$ cat src/game_pkg.sv
// Shared definitions for the arcade glue layer
// ROM and SDRAM address widths, data width, ROM client count
// Arbiter state and debug view selector enums

package game_pkg;

    // Default width of a client ROM address
    parameter int rom_aw = 16;

    // Default width of the SDRAM word address
    parameter int sdram_aw = 18;

    // ROM data width, one byte per read
    parameter int rom_dw = 8;

    // Main, sound and gfx
    parameter int n_clients = 3;

    // ROM arbiter FSM
    typedef enum logic [1:0] {
        arb_idle = 2'd0,
        arb_wait = 2'd1,
        arb_done = 2'd2
    } arb_state_t;

    // Debug view selector, taken from debug_bus[7:6]
    typedef enum logic [1:0] {
        dbg_status     = 2'd0,
        dbg_main_latch = 2'd1,
        dbg_snd_latch  = 2'd2,
        dbg_zero       = 2'd3
    } dbg_sel_t;

endpackage

$ cat src/rom_arbiter.sv
// Round-robin ROM arbiter for the main, sound and gfx clients
// One SDRAM read in flight at a time, per-client hold registers
// Client ok is a live compare of the current address with the held one

`timescale 1ns/1ps

module rom_arbiter #(
    parameter int             AW        = game_pkg::rom_aw,
    parameter int             SAW       = game_pkg::sdram_aw,
    parameter logic [SAW-1:0] MAIN_BASE = '0,
    parameter logic [SAW-1:0] SND_BASE  = '0,
    parameter logic [SAW-1:0] GFX_BASE  = '0
) (
    input  logic                        clk,
    input  logic                        rst_n,

    input  logic                        main_cs,
    input  logic [AW-1:0]               main_addr,
    output logic [game_pkg::rom_dw-1:0] main_data,
    output logic                        main_ok,

    input  logic                        snd_cs,
    input  logic [AW-1:0]               snd_addr,
    output logic [game_pkg::rom_dw-1:0] snd_data,
    output logic                        snd_ok,

    input  logic                        gfx_cs,
    input  logic [AW-1:0]               gfx_addr,
    output logic [game_pkg::rom_dw-1:0] gfx_data,
    output logic                        gfx_ok,

    output logic                        sdram_rd,
    output logic [SAW-1:0]              sdram_addr,
    input  logic                        sdram_rdy,
    input  logic [game_pkg::rom_dw-1:0] sdram_data
);

    localparam int NC = game_pkg::n_clients;
    localparam int IW = $clog2(NC);

    // Client order is main, snd, gfx
    localparam logic [SAW-1:0] BASE [NC] = '{MAIN_BASE, SND_BASE, GFX_BASE};

    game_pkg::arb_state_t state;

    logic [NC-1:0]               cs_v;
    logic [NC-1:0]               ok_v;
    logic [NC-1:0]               req;
    logic [NC-1:0]               gnt;
    logic [IW-1:0]               gnt_idx;
    logic [IW-1:0]               last_gnt;
    logic [AW-1:0]               addr_a    [NC];
    logic [AW-1:0]               req_addr;

    // Per-client hold registers
    logic [game_pkg::rom_dw-1:0] hold_data [NC];
    logic [AW-1:0]               hold_addr [NC];
    logic [NC-1:0]               hold_valid;

    assign cs_v   = {gfx_cs, snd_cs, main_cs};
    assign addr_a = '{main_addr, snd_addr, gfx_addr};

    always_comb begin
        for (int i = 0; i < NC; i++) begin
            ok_v[i] = cs_v[i] && hold_valid[i] && (hold_addr[i] == addr_a[i]);
        end
    end

    // A client asks for data while its held byte does not match
    assign req = cs_v & ~ok_v;

    // Rotating priority, search starts after the last grant
    always_comb begin
        int idx;
        gnt     = '0;
        gnt_idx = last_gnt;
        for (int k = 1; k <= NC; k++) begin
            idx = (int'(last_gnt) + k) % NC;
            if (req[idx] && gnt == '0) begin
                gnt[idx] = 1'b1;
                gnt_idx  = IW'(idx);
            end
        end
    end

    always_ff @(posedge clk or negedge rst_n) begin
        if (!rst_n) begin
            state      <= game_pkg::arb_idle;
            last_gnt   <= IW'(NC - 1);
            sdram_rd   <= 1'b0;
            hold_valid <= '0;
        end else begin
            sdram_rd <= 1'b0;
            case (state)
                game_pkg::arb_idle: begin
                    if (|gnt) begin
                        state    <= game_pkg::arb_wait;
                        last_gnt <= gnt_idx;
                        sdram_rd <= 1'b1;
                    end
                end
                game_pkg::arb_wait: begin
                    if (sdram_rdy) begin
                        hold_valid[last_gnt] <= 1'b1;
                        state                <= game_pkg::arb_done;
                    end
                end
                default: state <= game_pkg::arb_idle;
            endcase
        end
    end

    // Address and data path
    always_ff @(posedge clk) begin
        if (state == game_pkg::arb_idle && |gnt) begin
            req_addr   <= addr_a[gnt_idx];
            sdram_addr <= BASE[gnt_idx] + SAW'(addr_a[gnt_idx]);
        end
        // Stored under the requested address, a moved client sees no ok
        if (state == game_pkg::arb_wait && sdram_rdy) begin
            hold_data[last_gnt] <= sdram_data;
            hold_addr[last_gnt] <= req_addr;
        end
    end

    assign main_data = hold_data[0];
    assign snd_data  = hold_data[1];
    assign gfx_data  = hold_data[2];
    assign main_ok   = ok_v[0];
    assign snd_ok    = ok_v[1];
    assign gfx_ok    = ok_v[2];

    a_gnt_onehot: assert property (@(posedge clk) disable iff (!rst_n)
        $onehot0(gnt));

    // Read pulse only right after leaving idle
    a_rd_after_idle: assert property (@(posedge clk) disable iff (!rst_n)
        sdram_rd |-> (state == game_pkg::arb_wait) && ($past(state) == game_pkg::arb_idle));

    a_no_rdy_in_idle: assert property (@(posedge clk) disable iff (!rst_n)
        !(sdram_rdy && state == game_pkg::arb_idle));

endmodule

$ cat src/cpu_mailbox.sv
// Two-way latch mailbox between the main and sound CPUs
// Strobe writes set a latch and its pending flag, acks clear the flag

`timescale 1ns/1ps

module cpu_mailbox (
    input  logic                        clk,
    input  logic                        rst_n,

    // Main to sound
    input  logic                        main_stb,
    input  logic [game_pkg::rom_dw-1:0] main_wdata,
    input  logic                        snd_ack,
    output logic [game_pkg::rom_dw-1:0] snd_latch,
    output logic                        snd_flag,

    // Sound to main
    input  logic                        snd_stb,
    input  logic [game_pkg::rom_dw-1:0] snd_wdata,
    input  logic                        main_ack,
    output logic [game_pkg::rom_dw-1:0] main_latch,
    output logic                        main_flag
);

    // Channel 0 carries main to sound, channel 1 sound to main
    logic                        stb   [2];
    logic [game_pkg::rom_dw-1:0] wdata [2];
    logic                        ack   [2];
    logic [game_pkg::rom_dw-1:0] latch [2];
    logic                        flag  [2];

    assign stb   = '{main_stb, snd_stb};
    assign wdata = '{main_wdata, snd_wdata};
    assign ack   = '{snd_ack, main_ack};

    always_ff @(posedge clk or negedge rst_n) begin
        if (!rst_n) begin
            for (int c = 0; c < 2; c++) begin
                latch[c] <= '0;
                flag[c]  <= 1'b0;
            end
        end else begin
            for (int c = 0; c < 2; c++) begin
                if (stb[c]) begin
                    latch[c] <= wdata[c];
                end
                // Set beats clear
                if (stb[c]) begin
                    flag[c] <= 1'b1;
                end else if (ack[c]) begin
                    flag[c] <= 1'b0;
                end
            end
        end
    end

    assign snd_latch  = latch[0];
    assign snd_flag   = flag[0];
    assign main_latch = latch[1];
    assign main_flag  = flag[1];

    for (genvar c = 0; c < 2; c++) begin : g_chk
        a_latch_on_stb: assert property (@(posedge clk) disable iff (!rst_n)
            (latch[c] != $past(latch[c])) |-> $past(stb[c]));
    end

endmodule

$ cat src/board_config.sv
// Board variant capture from the download header
// Sound CPU reset selection and registered debug view

`timescale 1ns/1ps

module board_config (
    input  logic                        clk,
    input  logic                        rst_n,

    // Download port
    input  logic                        prog_we,
    input  logic                        header,
    input  logic                        ioctl_addr,
    input  logic [game_pkg::rom_dw-1:0] prog_data,

    input  logic                        snd_rst,
    input  logic [7:0]                  debug_bus,
    input  logic [game_pkg::rom_dw-1:0] main_latch,
    input  logic [game_pkg::rom_dw-1:0] snd_latch,

    output logic                        tokio,
    output logic                        snd_rstn,
    output logic [7:0]                  debug_view
);

    game_pkg::dbg_sel_t sel;

    assign sel = game_pkg::dbg_sel_t'(debug_bus[7:6]);

    // Variant flag sits in bit 0 of the first header byte
    always_ff @(posedge clk or negedge rst_n) begin
        if (!rst_n) begin
            tokio <= 1'b0;
        end else if (prog_we && header && !ioctl_addr) begin
            tokio <= prog_data[0];
        end
    end

    // Only the tokio variant lets the main CPU hold the sound CPU in reset
    assign snd_rstn = tokio ? (rst_n & ~snd_rst) : rst_n;

    always_ff @(posedge clk or negedge rst_n) begin
        if (!rst_n) begin
            debug_view <= '0;
        end else begin
            case (sel)
                game_pkg::dbg_status:     debug_view <= {2'b00, snd_rstn, snd_rst, 3'b000, tokio};
                game_pkg::dbg_main_latch: debug_view <= main_latch;
                game_pkg::dbg_snd_latch:  debug_view <= snd_latch;
                default:                  debug_view <= '0;
            endcase
        end
    end

endmodule

$ cat src/game_glue.sv
// Glue layer top between main CPU, sound CPU and video
// ROM arbiter, CPU mailbox and board configuration
// Sets the address widths and the SDRAM region of each client

`timescale 1ns/1ps

module game_glue #(
    parameter int             AW        = game_pkg::rom_aw,
    parameter int             SAW       = game_pkg::sdram_aw,
    parameter logic [SAW-1:0] MAIN_BASE = 18'h0_0000,
    parameter logic [SAW-1:0] SND_BASE  = 18'h1_0000,
    parameter logic [SAW-1:0] GFX_BASE  = 18'h2_0000
) (
    input  logic                        clk,
    input  logic                        rst_n,

    // ROM clients
    input  logic                        main_cs,
    input  logic [AW-1:0]               main_addr,
    output logic [game_pkg::rom_dw-1:0] main_data,
    output logic                        main_ok,
    input  logic                        snd_cs,
    input  logic [AW-1:0]               snd_addr,
    output logic [game_pkg::rom_dw-1:0] snd_data,
    output logic                        snd_ok,
    input  logic                        gfx_cs,
    input  logic [AW-1:0]               gfx_addr,
    output logic [game_pkg::rom_dw-1:0] gfx_data,
    output logic                        gfx_ok,

    // SDRAM read port
    output logic                        sdram_rd,
    output logic [SAW-1:0]              sdram_addr,
    input  logic                        sdram_rdy,
    input  logic [game_pkg::rom_dw-1:0] sdram_data,

    // CPU mailbox
    input  logic                        main_stb,
    input  logic [game_pkg::rom_dw-1:0] main_wdata,
    input  logic                        main_ack,
    input  logic                        snd_stb,
    input  logic [game_pkg::rom_dw-1:0] snd_wdata,
    input  logic                        snd_ack,
    output logic [game_pkg::rom_dw-1:0] snd_latch,
    output logic                        snd_flag,
    output logic [game_pkg::rom_dw-1:0] main_latch,
    output logic                        main_flag,

    // Download header, sound reset and debug
    input  logic                        prog_we,
    input  logic                        header,
    input  logic                        ioctl_addr,
    input  logic [game_pkg::rom_dw-1:0] prog_data,
    input  logic                        snd_rst,
    input  logic [7:0]                  debug_bus,
    output logic                        tokio,
    output logic                        snd_rstn,
    output logic [7:0]                  debug_view
);

    rom_arbiter #(
        .AW        (AW),
        .SAW       (SAW),
        .MAIN_BASE (MAIN_BASE),
        .SND_BASE  (SND_BASE),
        .GFX_BASE  (GFX_BASE)
    ) u_arbiter (
        .clk        (clk),
        .rst_n      (rst_n),
        .main_cs    (main_cs),
        .main_addr  (main_addr),
        .main_data  (main_data),
        .main_ok    (main_ok),
        .snd_cs     (snd_cs),
        .snd_addr   (snd_addr),
        .snd_data   (snd_data),
        .snd_ok     (snd_ok),
        .gfx_cs     (gfx_cs),
        .gfx_addr   (gfx_addr),
        .gfx_data   (gfx_data),
        .gfx_ok     (gfx_ok),
        .sdram_rd   (sdram_rd),
        .sdram_addr (sdram_addr),
        .sdram_rdy  (sdram_rdy),
        .sdram_data (sdram_data)
    );

    cpu_mailbox u_mailbox (
        .clk        (clk),
        .rst_n      (rst_n),
        .main_stb   (main_stb),
        .main_wdata (main_wdata),
        .snd_ack    (snd_ack),
        .snd_latch  (snd_latch),
        .snd_flag   (snd_flag),
        .snd_stb    (snd_stb),
        .snd_wdata  (snd_wdata),
        .main_ack   (main_ack),
        .main_latch (main_latch),
        .main_flag  (main_flag)
    );

    // Latches also feed the debug view
    board_config u_config (
        .clk        (clk),
        .rst_n      (rst_n),
        .prog_we    (prog_we),
        .header     (header),
        .ioctl_addr (ioctl_addr),
        .prog_data  (prog_data),
        .snd_rst    (snd_rst),
        .debug_bus  (debug_bus),
        .main_latch (main_latch),
        .snd_latch  (snd_latch),
        .tokio      (tokio),
        .snd_rstn   (snd_rstn),
        .debug_view (debug_view)
    );

endmodule

$ cat config.mk
export PLATFORM = sky130hd
export DESIGN_NAME = game_glue
export DESIGN_NICKNAME = d
export VERILOG_FILES = /design/src/game_pkg.sv /design/src/rom_arbiter.sv /design/src/cpu_mailbox.sv /design/src/board_config.sv /design/src/game_glue.sv
export SDC_FILE = /design/constraint.sdc
export NUM_CORES = 1
export LEC_CHECK = 0
export ABC_AREA = 1
export ABC_CLOCK_PERIOD_IN_PS = 2600
export CAP_MARGIN = 20
export CORE_MARGIN = 4
export CORE_UTILIZATION = 57
export DETAILED_ROUTE_END_ITERATION = 12
export DONT_BUFFER_PORTS = 1
export GPL_ROUTABILITY_DRIVEN = 0
export PLACE_DENSITY = 0.75
export SLEW_MARGIN = 5
export SYNTH_ARGS = -nofsm -noshare
export SYNTH_HDL_FRONTEND = slang
export SYNTH_HIERARCHICAL = 1
export SYNTH_SLANG_ARGS = --single-unit
$ cat constraint.sdc
create_clock -name clk -period 2.6 [get_ports clk]
set_input_delay 0.65 -clock clk [delete_from_list [all_inputs] [get_ports clk]]
set_output_delay 0.65 -clock clk [all_outputs]
set_load 0.01 [all_outputs]
* Yosys cells after proc, flatten, opt, wreduce, memory -nomap -nowiden *
Memory sizes are Yosys's and may differ from the RTL's.
Index checks and enable logic that the tools add are counted.

word-level totals
  input bits = 102
  memories kept = 2
  bits in writable memories = 72
  word-level logic and storage cells = 115
  bits in registers = 69
  output and inout bits = 74

memories
  memory               words  bits a word  read ports  clocked after memory_dff  wr ports  line               source
  u_arbiter.hold_addr  3      16           3           0                         1         rom_arbiter.sv:57  logic [AW-1:0] hold_addr [NC];
  u_arbiter.hold_data  3      8            3           0                         1         rom_arbiter.sv:56  logic [game_pkg::rom_dw-1:0] hold_data [NC];

cells by class
  $add $sub $neg = 4
  bitwise operators = 8
  reduce and logical (&&, ||, !) cells = 27
  magnitude comparators = 9
  mux-type cells = 42
  div/mod/pow operators = 3
  eq/ne operators = 8

operators with widths
  cell                   number
  $ge 32x1->1 const B    3
  $lt 32x4->1 const B    3
  $mod 32x3->32 const B  3
  $eq 16x16->1           3
  $bmux 18 s2            1
  $mux 18                2
  $bmux 16 s2            1
  $mux 16                2
  $pmux 8 s3             1
  $mux 1                 19
  $add 18x16->18         1
  $logic_and 1x1->1      16
  $mux 2                 5
  $mux 3                 3
  $or 3x3->3             3
  $demux 1 s2            4
  $add 2x2->3 const B    2
  $bmux 1 s2             3
  $logic_not 3->1        2
  $reduce_and 2->1       3
  $eq 2x1->1 const B     2
  $logic_not 2->1        2
  $pmux 2 s2             1
  $reduce_bool 2->1      2
  other kinds (14)       14

* Depth between registers and ports, before layout *
Gate-level depths: netlist (run 1).
An unclocked memory read counts as a cell.

  depth in word-level cells = 20
  depth in mapped cells = 19
  depth with buffers taken out = 18

* Hierarchy *
Netlist (run 1), hierarchy kept.

by module, submodules not included
  module        area each (um2)  cells each  times used  seq. area each (um2)
  rom_arbiter   5121.2           558         1           2904.0
  cpu_mailbox   683.2            76          1           450.4
  board_config  407.9            48          1           225.2

* Worst setup path before layout (run 1) *
No wires, ideal clock.

  path type = flip-flop to flip-flop
  start point = register u_arbiter.last_gnt[1]
  end point = register u_arbiter.req_addr[10], enable pin
  library setup time = 0.373 ns
  path slack = 0.096 ns
  required time = 2.227 ns
  stages on the path, launching flop included = 12
  arrival time = 2.130 ns
  period minus slack after synthesis = 2.504 ns
  path buffers = 0
  cell sequence = dfstp_2 -> inv_1 -> ha_1 -> inv_1 -> nand3_1 -> nand3_2 -> nand3_4 -> nand2_4 -> inv_4 -> nand2_1 -> nand3_1 -> inv_1

on the way
  word-level cells in the longest chain between the ends = 15
  elaborated cells on any way between the ends = 41
  classes of those cells = 3 x add/sub; 3 x div; 6 x order compare; 18 x mux; 2 x bitwise; 9 x reduce/logical

RTL lines
  item                                                              line                source
  from (decl)                                                       rom_arbiter.sv:51   logic [IW-1:0] last_gnt;
  from (signal assigned)                                            rom_arbiter.sv:89   last_gnt <= IW'(NC - 1);
  from (signal assigned)                                            rom_arbiter.sv:98   last_gnt <= gnt_idx;
  $add 2x1->3                                                       rom_arbiter.sv:78   idx = (int'(last_gnt) + k) % NC;
  $mod 32x3->32                                                     rom_arbiter.sv:78
  $ge 32x1->1 (implied by the code) or $lt 32x4->1 (tied branches)  rom_arbiter.sv:80   gnt[idx] = 1'b1;
  $logic_and 1x1->1 (implied by the code)                           rom_arbiter.sv:80
  $mux 1 (implied by the code)                                      rom_arbiter.sv:80
  $demux 1 s2                                                       --
  $mux 3                                                            rom_arbiter.sv:79   if (req[idx] && gnt == '0) begin
  $logic_not 3->1                                                   rom_arbiter.sv:79
  $logic_and 1x1->1                                                 rom_arbiter.sv:79
  $mux 3                                                            rom_arbiter.sv:79
  $logic_not 3->1                                                   rom_arbiter.sv:79
  $logic_and 1x1->1                                                 rom_arbiter.sv:79
  $mux 3 *                                                          rom_arbiter.sv:79
  $reduce_or 3->1 *                                                 rom_arbiter.sv:115  if (state == game_pkg::arb_idle && |gnt) begin
  $logic_and 1x1->1 *                                               rom_arbiter.sv:115
  to (signal assigned)                                              rom_arbiter.sv:116  req_addr <= addr_a[gnt_idx];
  to (decl)                                                         rom_arbiter.sv:53   logic [AW-1:0] req_addr;

Every way passes the cells marked *; elsewhere a longest branch is shown, timed or not. The select of a mux whose other input is x is not followed.
A chain may end at the register's enable or synchronous reset.

==> qor.yml, run 1 <==
status:
  status: "finished with violations"
  violations: "setup timing"
grt:
  grt_pass1_vias: 4901
  grt_first_pass_wirelength_mm: 25.3
  gr-total-overflow: 0
  grt_max_degree: 36
  gr-usage-all-layers_pct: 26.4
  antenna_found_initial: 0
logic_synthesis:
  yosysSeqAreaShare_pct: 57.6
  synth_cell_types: 38
  synth_edf_count: 90
  ys_warn_count: 6
  yosys_most_used_dff: "edfxtp_1"
  synth_seq_cells: 125
  synth_nets: 789
  syn_avg_cell_area_um2: 9.11
  syn_inst: 682
  synth_area_um2: 6210
  synthArstFlopShare_pct: 28.0
final_layout:
  layout_common_cells: "nand2_1, edfxtp_1, inv_1"
  mostFrequentLayoutCell: "nand2_1"
  area_delta_synth_final_pct: 20.2
  n_fill_cell: 769
  multi_input_area_um2: 2320
  final_area_um2: 7470
  antennaDiodeCount: 0
  seq_area_um2: 3580
  drive_gt1_share_pct: 20.2
  nets: 850
routing:
  routed_wl_mm: 16.6
  vias: 4969
  drcViolationCount: 0
  drt_pass1_iterations: 6
  first_iter_violations: 464
  via_per_inst: 5.57
  wl_per_cell_um: 18.6
  ant_nets: 0
sta:
  setup_violations: 3
  worst_pin_slew_ps: 410
  period_needed_ps: 2720
  totalNegativeSetupSlack_ps: -210
  holdWs_ps: 224
  finalCritPeriodShare_pct: 105
  max_slew_margin_pct: 72.4
  setup_ws_ps: -123
  rsz0062_at_grt: "yes"
  finalHoldViolations: 0
  finClkSkew_ps: 7.77
  maxSlewViolCount: 0
  clock.fmax_ghz: 0.367
clock_network:
  cts_tree: "done"
  cts_buffers: 17
  clk_pin_slew_ps: 60
  htree_levels: 4
  clock_path_buffers: 2
  cts_root_buf: "clkbuf_8"
  insertion_delay_ps: 510
  cts.sinks: 125
min_path:
  min_path_type: "primary input to flip-flop"
  min-delay-start: "sdram_rdy"
  min_path_cells: 1
  holdPathEnd: "u_arbiter/state[0]$_DFFE_PN0P_"
setup_path:
  critPathCaptureType: "output port"
  crit_path_max_incr_delay_ps: 420
  r2r_setup_slack_ps: 90
  cp_max_fo: 2
  reg2reg_depth: 18
  critPathTopFamily: "simple AND/OR/NAND/NOR gates"
  cp-start-kind: "flip-flop"
  critPathBufInv: 2
  worstSetupPathType: "flip-flop to output port"
  reg2reg_from: "u_arbiter/hold_addr[2][6]$_DFFE_PP_"
  cp_cell_sequence: "nand2_2, nand4_1, nor4_2, nand3b_1, a2111oi_4, buf_4, buf_6"
  arrival_ps: 2070
  cp_slowest_cell: "edfxtp_1"
  r2r-end: "u_arbiter/req_addr[12]$_DFFE_PP_"
  cp.required_ps: 1950
die:
  num_rows: 37
  die_w_um: 112
  die-height_um: 112
  die_area_um2: 12600
  start_util_pct: 59.4
  ioPinCount: 176
  core_area_um2: 10500
placement:
  preCtsSetupSlack_ps: -232
  dpl.hpwl_mm: 12.2
  portBuffers: 0
  placed_cell_area_um2: 6730
flow_run:
  maxCapViolations: 0
power:
  p_per_area_nw_per_um2: 1380
  power_uw: 10300
  irDropWorstVdd_v: 0.00178
  power_leakage_uw: 0.00350
-- report_power, final --
group          total [uW]  internal [uW]  leakage, uW  switching, uW
logic                4870           1910      0.00200           2960
registers            3420           2970      0.00125            447
clock network        1990           1160     0.000257            827
-- worst max-delay path by stage --
| stage | from | end | cells past startpoint |
|---|---|---|---|
| after floorplan | u_arbiter/last_gnt[1]$_DFFE_PN1P_ | u_arbiter/req_addr[10]$_DFFE_PP_ | 11 |
| after CTS | u_arbiter/hold_addr[0][3]$_DFFE_PP_ | main_ok | 7 |
| after global routing | u_arbiter/hold_addr[1][14]$_DFFE_PP_ | snd_ok | 9 |
| after global placement | main_addr[7] | main_ok | 8 |
| final | u_arbiter/hold_addr[1][1]$_DFFE_PP_ | snd_ok | 7 |
| after detailed placement | main_addr[9] | main_ok | 9 |
-- through the flow --
step | utilization, % | std cells
final | 71.4 | 892
after global routing | 71.4 | 892
after CTS | 70.2 | 889
after detailed placement | 64.4 | 855
after global placement | 64.4 | 855
after floorplan | - | 682
-- cell families after synthesis --
logic type / after synthesis / share of synthesized area [%]
and+or+nand+nor: 408 / 30.3
xor gates and xnor gates: 8 / 1.13
AOI/OAI and AO/OA: 19 / 2.09
adders and majority gates: 5 / 1.01
DFF: 125 / 57.6
buffers and inverters: 117 / 7.85
-- final cells by class --
cell class | instances | share of cell area [%]
Sequential cell | 125 | 47.9
Multi-Input combinational cell | 440 | 31.1
Timing Repair Buffer | 52 | 6.64
Clock buffer | 20 | 5.70
Inverter | 107 | 5.41
Tap cell | 136 | 2.28
Clock inverter | 12 | 0.972
-- synth_stat cells (2+ instances only) --
cell | n | area [um2]
nand3_4 | 4 | 70.1
nor4b_1 | 2 | 17.5
edfxtp_1 | 90 | 2700
nand2_4 | 4 | 45.0
nor3_1 | 3 | 15.0
nor2_1 | 49 | 184
a21oi_1 | 2 | 10.0
or2_2 | 2 | 12.5
nor2_4 | 4 | 45.0
ha_1 | 5 | 62.6
a2111oi_0 | 2 | 17.5
inv_1 | 92 | 345
o21ai_0 | 7 | 35.0
nand2_1 | 226 | 848
xor2_1 | 2 | 17.5
inv_2 | 14 | 52.6
nand3_2 | 3 | 30.0
xnor2_1 | 6 | 52.6
buf_4 | 4 | 30.0
o21ai_1 | 3 | 15.0
nand3_1 | 82 | 410
nand2_2 | 6 | 37.5
o2111ai_1 | 3 | 26.3
buf_6 | 4 | 45.0
nor4_1 | 6 | 37.5
dfrtp_1 | 34 | 851
nand4_1 | 12 | 75.1
-- layer usage --
| layer | global-route usage [%] | part of all wire, % | vias up |
|---|---|---|---|
| met1 | 32.0 | 36 | 2289 |
| met3 | 10.1 | 12 | 59 |
| met5 | 0 | 0 | - |
| li1 | - | - | 2337 |
| met2 | 41.2 | 48 | 284 |
| met4 | 13.3 | 4.1 | 0 |
-- sequential cells by signal, indices dropped and copies added, names as in the netlist --
name                  count
u_arbiter/hold_addr      48
u_arbiter/hold_data      24
u_arbiter/hold_valid      3
u_arbiter/last_gnt        2
u_arbiter/req_addr       12
u_arbiter/sdram_addr      6
u_arbiter/sdram_rd        1
u_arbiter/state           2
u_config/debug_view       8
u_config/tokio            1
u_mailbox/main_flag       1
u_mailbox/main_latch      8
u_mailbox/snd_flag        1
u_mailbox/snd_latch       8
-- repair_timing --
action	4_1_cts	5_1_grt
hold buffers	2	0
setup buffers	1	4
setup endpoints to repair	3	37
pin swaps	7	8
endpoints found under the hold margin	35	0
gates resized for setup	16	25
(Power assumes the default switching activity.)
==> run 2: changes to the inputs <==
--- a/config.mk
+++ b/config.mk
@@ -5,7 +5,6 @@
 export SDC_FILE = /design/constraint.sdc
 export NUM_CORES = 1
 export LEC_CHECK = 0
-export ABC_AREA = 1
 export ABC_CLOCK_PERIOD_IN_PS = 2600
 export CAP_MARGIN = 20
 export CORE_MARGIN = 4
==> run 2 against run 1 <==
Compared with the run above: the flow still finishes with violations (setup timing); count of clock-buffer cells in the layout decreased by 3; final cell count decreased by 38%; clock skew decreased by 1.5 ps; non-clock buffer count increased by 2; sequential cell count unchanged; synthesized area decreased by 13%; die area decreased by 12%; combinational power decreased by 35%; power decreased by 15%.
==> qor.yml, run 2 <==
status:
  violations: "setup timing"
  status: "finished with violations"
die:
  core_area_um2: 9240
  num_rows: 35
  die_area_um2: 11200
  die_w_um: 106
  ioPinCount: 176
  die-height_um: 106
  start_util_pct: 58.8
sta:
  finalHoldViolations: 0
  setup_violations: 41
  worst_pin_slew_ps: 490
  holdWs_ps: 219
  maxSlewViolCount: 0
  finalCritPeriodShare_pct: 118
  max_slew_margin_pct: 67.3
  clock.fmax_ghz: 0.326
  rsz0062_at_grt: "yes"
  finClkSkew_ps: 6.27
  period_needed_ps: 3060
  setup_ws_ps: -464
final_layout:
  final_area_um2: 6820
  n_fill_cell: 552
  antennaDiodeCount: 0
  drive_gt1_share_pct: 36.3
  nets: 515
  fin_util_pct: 73.9
  reg_top3: "u_arbiter/hold_addr: 48 flops, u_arbiter/hold_data: 24 flops, u_arbiter/req_addr: 12 flops"
  top_register: "u_arbiter/hold_addr"
  mostFrequentLayoutCell: "edfxtp_1"
  area_delta_synth_final_pct: 25.6
  layout_common_cells: "edfxtp_1, buf_4, dfrtp_1"
  largest_reg_flops: 48
clock_network:
  cts.sinks: 125
  htree_levels: 4
  clk_pin_slew_ps: 60
  cts_tree: "done"
  cts_buffers: 17
  clock_path_buffers: 2
  cts_root_buf: "clkbuf_8"
  insertion_delay_ps: 510
logic_synthesis:
  yosysMostFrequentCell: "edfxtp_1"
  synth_area_leaders: "edfxtp_1, dfrtp_1, xnor2_1"
  synth_seq_cells: 125
  synth_area_leader_cell: "edfxtp_1"
  synth_nets: 454
  syn_avg_cell_area_um2: 15.7
  yosysTopAreaCellShare_pct: 49.7
  yosysSeqAreaShare_pct: 65.9
  ys_warn_count: 6
  synthArstFlopShare_pct: 28.0
  syn_inst: 347
  synth_edf_count: 90
  synth_cell_types: 54
  synth_common_cells: "edfxtp_1, xnor2_1, dfrtp_1, mux2i_1, mux2_4"
  yosys_most_used_dff: "edfxtp_1"
  synth_area_um2: 5440
setup_path:
  cp-start-kind: "flip-flop"
  arrival_ps: 3320
  cp.required_ps: 2860
  reg2reg_depth: 11
  critPathBufInv: 2
  cpMostUsedCell: "mux2i_4"
  crit_path_max_incr_delay_ps: 580
  cp_slowest_cell: "or4_4"
  critPathCaptureType: "flip-flop"
  cp_cell_sequence: "xnor2_2, nand4_1, or4_4, o21a_1, a221oi_2, or3b_4, mux2i_4, buf_6, buf_12, mux2i_4, o2bb2ai_2"
  worstSetupPathType: "flip-flop to flip-flop"
  critPathTopFamily: "simple AND/OR/NAND/NOR gates"
  r2r_setup_slack_ps: -460
  reg2reg_from: "u_arbiter/hold_addr[2][5]$_DFFE_PP_"
  r2r-end: "u_arbiter/req_addr[7]$_DFFE_PP_"
  cp_max_fo: 8
routing:
  top_layer_used: "met4"
  wl_met3_mm: 1.41
  wl_met1_mm: 4.93
  routed_wl_mm: 13.0
  wl_met2_mm: 6.57
  drcViolationCount: 0
  first_iter_violations: 287
  vias: 3167
  via_per_inst: 5.76
  wl_per_cell_um: 23.7
  drt_pass1_iterations: 4
  ant_nets: 0
grt:
  antenna_found_initial: 0
  gr-total-overflow: 0
  grt_first_pass_wirelength_mm: 20.2
  grt_pass1_vias: 3504
  gr-usage-all-layers_pct: 24.4
  grt_max_degree: 36
placement:
  dpl.hpwl_mm: 8.95
  preCtsSetupSlack_ps: -819
  portBuffers: 0
  placed_cell_area_um2: 5960
min_path:
  holdPathEnd: "u_arbiter/state[0]$_DFFE_PN0P_"
  min_path_type: "primary input to flip-flop"
  min-delay-start: "sdram_rdy"
  min_path_cells: 1
flow_run:
  maxCapViolations: 0
power:
  power_leakage_uw: 0.00262
  p_per_area_nw_per_um2: 1270
  power_uw: 8690
  irDropWorstVdd_v: 0.000729
run 2: cell types whose count changed after synthesis, moves of 6 or more:
cell / before / now
nand2_2: 6 / 0
mux2i_1: 0 / 20
xnor2_1: 6 / 40
xor2_1: 2 / 8
a22o_1: 0 / 6
inv_2: 14 / 0
nand3_1: 82 / 3
mux2_4: 0 / 16
nand2_1: 226 / 8
inv_1: 92 / 11
o2bb2ai_1: 0 / 14
nor2_1: 49 / 10
run 2: final cells by class:
class                   count  area [um2]  area share [%]
well taps                 129         161            2.37
multi-input cells         199        1920            28.2
clock inverters            15         150            2.20
inverters                  11        43.8           0.642
flip-flops and latches    125        3580            52.5
repair buffers             54         553            8.10
clock buffers              17         414            6.07
run 2: metrics by stage:
stage,TNS [ps],std cells
2_1_floorplan,-7230,347
3_3_place_gp,-17170,509
3_5_place_dp,-19740,509
4_1_cts,-8570,550
5_1_grt,-13910,550
6_report,-8570,550
run 2: layer usage:
metal	up-vias	global-route usage [%]
met3	9	11.3
met2	156	38.6
met5	-	0
li1	1428	-
met1	1574	30.4
met4	0	7.12
run 2: logic make-up (layout without fill, tap and decap cells):
group,count (synthesis),in the layout,share of synthesized area (%)
adder cells (fa/ha/maj),5,5,1.15
XOR/XNOR,48,48,7.73
AO/OA/AOI/OAI,59,59,8.98
buffers and inverters,23,97,2.67
multiplexers,38,38,8.52
AND/OR/NAND/NOR,49,49,5.09
flip-flops,125,125,65.9
run 2: timing repair:
item | in CTS | in global routing
setup endpoints to repair | 41 | 43
hold endpoints to repair | 35 | 0
buffers inserted | 8 | 0
gates resized for setup | 34 | 8
gates cloned | 1 | 0
pin swaps | 20 | 9
hold buffers | 2 | 0
run 2: how the worst max path moves through the flow:
stage / start / end / depth (start not counted)
after floorplan: gfx_addr[12] / u_arbiter/req_addr[10]$_DFFE_PP_ / 11
after global placement: gfx_addr[1] / u_arbiter/req_addr[7]$_DFFE_PP_ / 10
after detailed placement: gfx_addr[1] / u_arbiter/req_addr[7]$_DFFE_PP_ / 10
after CTS: u_arbiter/hold_addr[2][5]$_DFFE_PP_ / u_arbiter/req_addr[13]$_DFFE_PP_ / 11
after global routing: u_arbiter/hold_addr[2][5]$_DFFE_PP_ / u_arbiter/req_addr[7]$_DFFE_PP_ / 11
final: u_arbiter/hold_addr[2][5]$_DFFE_PP_ / u_arbiter/req_addr[7]$_DFFE_PP_ / 11
run 2: power by group:
group | total (uW) | internal, uW | switching (uW) | leakage, uW
Sequential | 3300 | 2860 | 438 | 0.00124
Clock | 2220 | 1300 | 921 | 0.000272
Combinational | 3170 | 1660 | 1510 | 0.00111
Total | 8690 | 5820 | 2870 | 0.00262
==> run 3: changes to the inputs <==
--- a/config.mk
+++ b/config.mk
@@ -5,15 +5,15 @@
 export SDC_FILE = /design/constraint.sdc
 export NUM_CORES = 1
 export LEC_CHECK = 0
-export ABC_CLOCK_PERIOD_IN_PS = 2600
+export ABC_CLOCK_PERIOD_IN_PS = 3100
 export CAP_MARGIN = 20
 export CORE_MARGIN = 4
-export CORE_UTILIZATION = 57
+export CORE_UTILIZATION = 62
 export DETAILED_ROUTE_END_ITERATION = 12
 export DONT_BUFFER_PORTS = 1
 export GPL_ROUTABILITY_DRIVEN = 0
-export PLACE_DENSITY = 0.75
-export SLEW_MARGIN = 5
+export PLACE_DENSITY = 0.78
+export SLEW_MARGIN = 20
 export SYNTH_ARGS = -nofsm -noshare
 export SYNTH_HDL_FRONTEND = slang
 export SYNTH_HIERARCHICAL = 1
==> constraint.sdc (replaced) <==
create_clock -name clk -period 3.1 [get_ports clk]
set_input_delay 0.775 -clock clk [delete_from_list [all_inputs] [get_ports clk]]
set_output_delay 0.775 -clock clk [all_outputs]
set_load 0.01 [all_outputs]
==> run 3 against run 2 <==
Compared with the run above: worst hold slack worse by 120 ps; the flow still finishes with violations (setup timing); final cell count is 8.2% lower; count of clock-buffer cells in the layout is 1 higher; cell area is 4.8% lower; utilization is 3.7 points higher; non-clock buffer count is 21 lower; register-to-register slack better by 300 ps; clock power is 22% lower; wire length is 1.7% higher; sequential share of layout area is 2.6 points higher.
==> qor.yml, run 3 (synthesis gave the netlist of run 2 again) <==
grt:
  grt_first_pass_wirelength_mm: 19.7
  gr-total-overflow: 0
  grt_max_degree: 35
  grt_pass1_vias: 3444
  gr-usage-all-layers_pct: 26.7
  antenna_found_initial: 0
clock_network:
  cts_tree: "done"
  clock_path_buffers: 2
  insertion_delay_ps: 510
  cts_root_buf: "clkbuf_8"
  clk_pin_slew_ps: 60
  cts.sinks: 125
  cts_buffers: 17
  htree_levels: 4
setup_path:
  r2r_setup_slack_ps: -160
  worstSetupPathType: "flip-flop to flip-flop"
  cp_max_fo: 6
  cp-start-kind: "flip-flop"
  cp_cell_sequence: "xnor2_1, nand4_1, or4_4, o21a_1, a221oi_4, or3b_4, mux2i_4, buf_12, buf_12, mux2i_2, o2bb2ai_2"
  cp_slowest_cell: "or4_4"
  reg2reg_from: "u_arbiter/hold_addr[2][9]$_DFFE_PP_"
  crit_path_max_incr_delay_ps: 490
  critPathCaptureType: "flip-flop"
  cpMostUsedCell: "buf_12"
  r2r-end: "u_arbiter/req_addr[7]$_DFFE_PP_"
  reg2reg_depth: 11
  arrival_ps: 3520
  cp.required_ps: 3360
status:
  violations: "setup timing"
  status: "finished with violations"
power:
  irDropWorstVdd_v: 0.000713
  p_per_area_nw_per_um2: 1060
  power_leakage_uw: 0.00247
sta:
  period_needed_ps: 3260
  max_slew_margin_pct: 57.0
  maxSlewViolCount: 0
  finClkSkew_ps: 7.53
  setup_violations: 16
  finalCritPeriodShare_pct: 105
  worst_pin_slew_ps: 645
  finalHoldViolations: 0
  setup_ws_ps: -160
  clock.fmax_ghz: 0.307
  rsz0062_at_grt: "yes"
routing:
  ant_nets: 0
  first_iter_violations: 256
  via_per_inst: 6.24
  drcViolationCount: 0
  drt_pass1_iterations: 6
  wl_per_cell_um: 26.2
  routed_wl_mm: 13.3
  vias: 3151
placement:
  portBuffers: 0
  preCtsSetupSlack_ps: -448
  dpl.hpwl_mm: 9.01
final_layout:
  largest_reg_flops: 48
  reg_top3: "u_arbiter/hold_addr: 48 flops, u_arbiter/hold_data: 24 flops, u_arbiter/req_addr: 12 flops"
  top_register: "u_arbiter/hold_addr"
  drive_gt1_share_pct: 28.5
  nets: 494
  mostFrequentLayoutCell: "edfxtp_1"
  fin_util_pct: 77.5
  antennaDiodeCount: 0
  layout_common_cells: "edfxtp_1, dfrtp_1, xnor2_1"
  area_delta_synth_final_pct: 19.6
die:
  die_area_um2: 10300
  ioPinCount: 176
  num_rows: 33
  start_util_pct: 64.8
  die_w_um: 102
  core_area_um2: 8380
  die-height_um: 102
min_path:
  min_path_type: "primary input to asynchronous set/reset pin"
flow_run:
  maxCapViolations: 0
## run 3: how the worst max path moves through the flow
stage                                             start  slack [ps]                                end  cells past startpoint
global route        u_arbiter/hold_addr[2][9]$_DFFE_PP_        -280  u_arbiter/sdram_addr[0]$_DFFE_PP_                     11
detailed placement                         main_addr[2]        -450   u_arbiter/req_addr[13]$_DFFE_PP_                     10
finish              u_arbiter/hold_addr[2][9]$_DFFE_PP_        -160    u_arbiter/req_addr[7]$_DFFE_PP_                     11
global placement                           main_addr[2]        -310    u_arbiter/req_addr[7]$_DFFE_PP_                     10
floorplan                                  gfx_addr[12]        -120   u_arbiter/req_addr[10]$_DFFE_PP_                     11
CTS                 u_arbiter/hold_addr[2][4]$_DFFE_PP_         -20    u_arbiter/req_addr[4]$_DFFE_PP_                     11
## run 3: stage by stage
step                hold slack [ps]  instance area (um2)  instances  power [uW]  setup TNS, ps
global route                   79.9                 6500        505        7170          -4130
finish                          102                 6500        505        6860          -2160
CTS                            85.7                 6450        504        6810          -79.2
detailed placement              464                 5790        468        4790          -7480
global placement                454                 5790        468        4730          -4690
floorplan                       439                 5470        347        4040           -829
## run 3: repair_timing
| item | in CTS | in global routing |
|---|---|---|
| setup buffers | 2 | 1 |
| resized for setup | 11 | 6 |
| pin swaps | 7 | 12 |
| gates cloned | 1 | 0 |
| hold endpoints to repair | 34 | 0 |
| hold buffers | 1 | 0 |
| endpoints found under the setup margin | 16 | 17 |
## run 3: layer usage
layer,up-vias,global-route usage (%),wire length [um]
li1,1383,-,-
met1,1565,32.5,4830
met2,180,41.6,6550
met3,23,13.8,1650
met4,0,8.69,221
met5,-,0,0
## run 3: layout make-up
class	instances	area [um2]
multi-input cells	199	1850
fillers	458	1880
flip-flops and latches	125	3580
inverters	11	41.3
well taps	105	131
clock buffers	18	418
clock inverters	14	111
repair buffers	33	372
## run 3: power by group
group | internal [uW] | leakage, uW | switching (uW)
Sequential | 2400 | 0.00124 | 355
Combinational | 1150 | 0.000977 | 1210
Clock | 994 | 0.000253 | 749
Total | 4540 | 0.00247 | 2320
## run 3: worst max-delay path, delay by kind of cell (launching register included)
| kind | cells | cell delay, ps |
|---|---|---|
| AOI/OAI and AO/OA | 3 | 660 |
| DFF | 1 | 400 |
| buffers and inverters | 2 | 280 |
| xor gates and xnor gates | 1 | 280 |
| and+or+nand+nor | 3 | 900 |
| muxes | 2 | 490 |
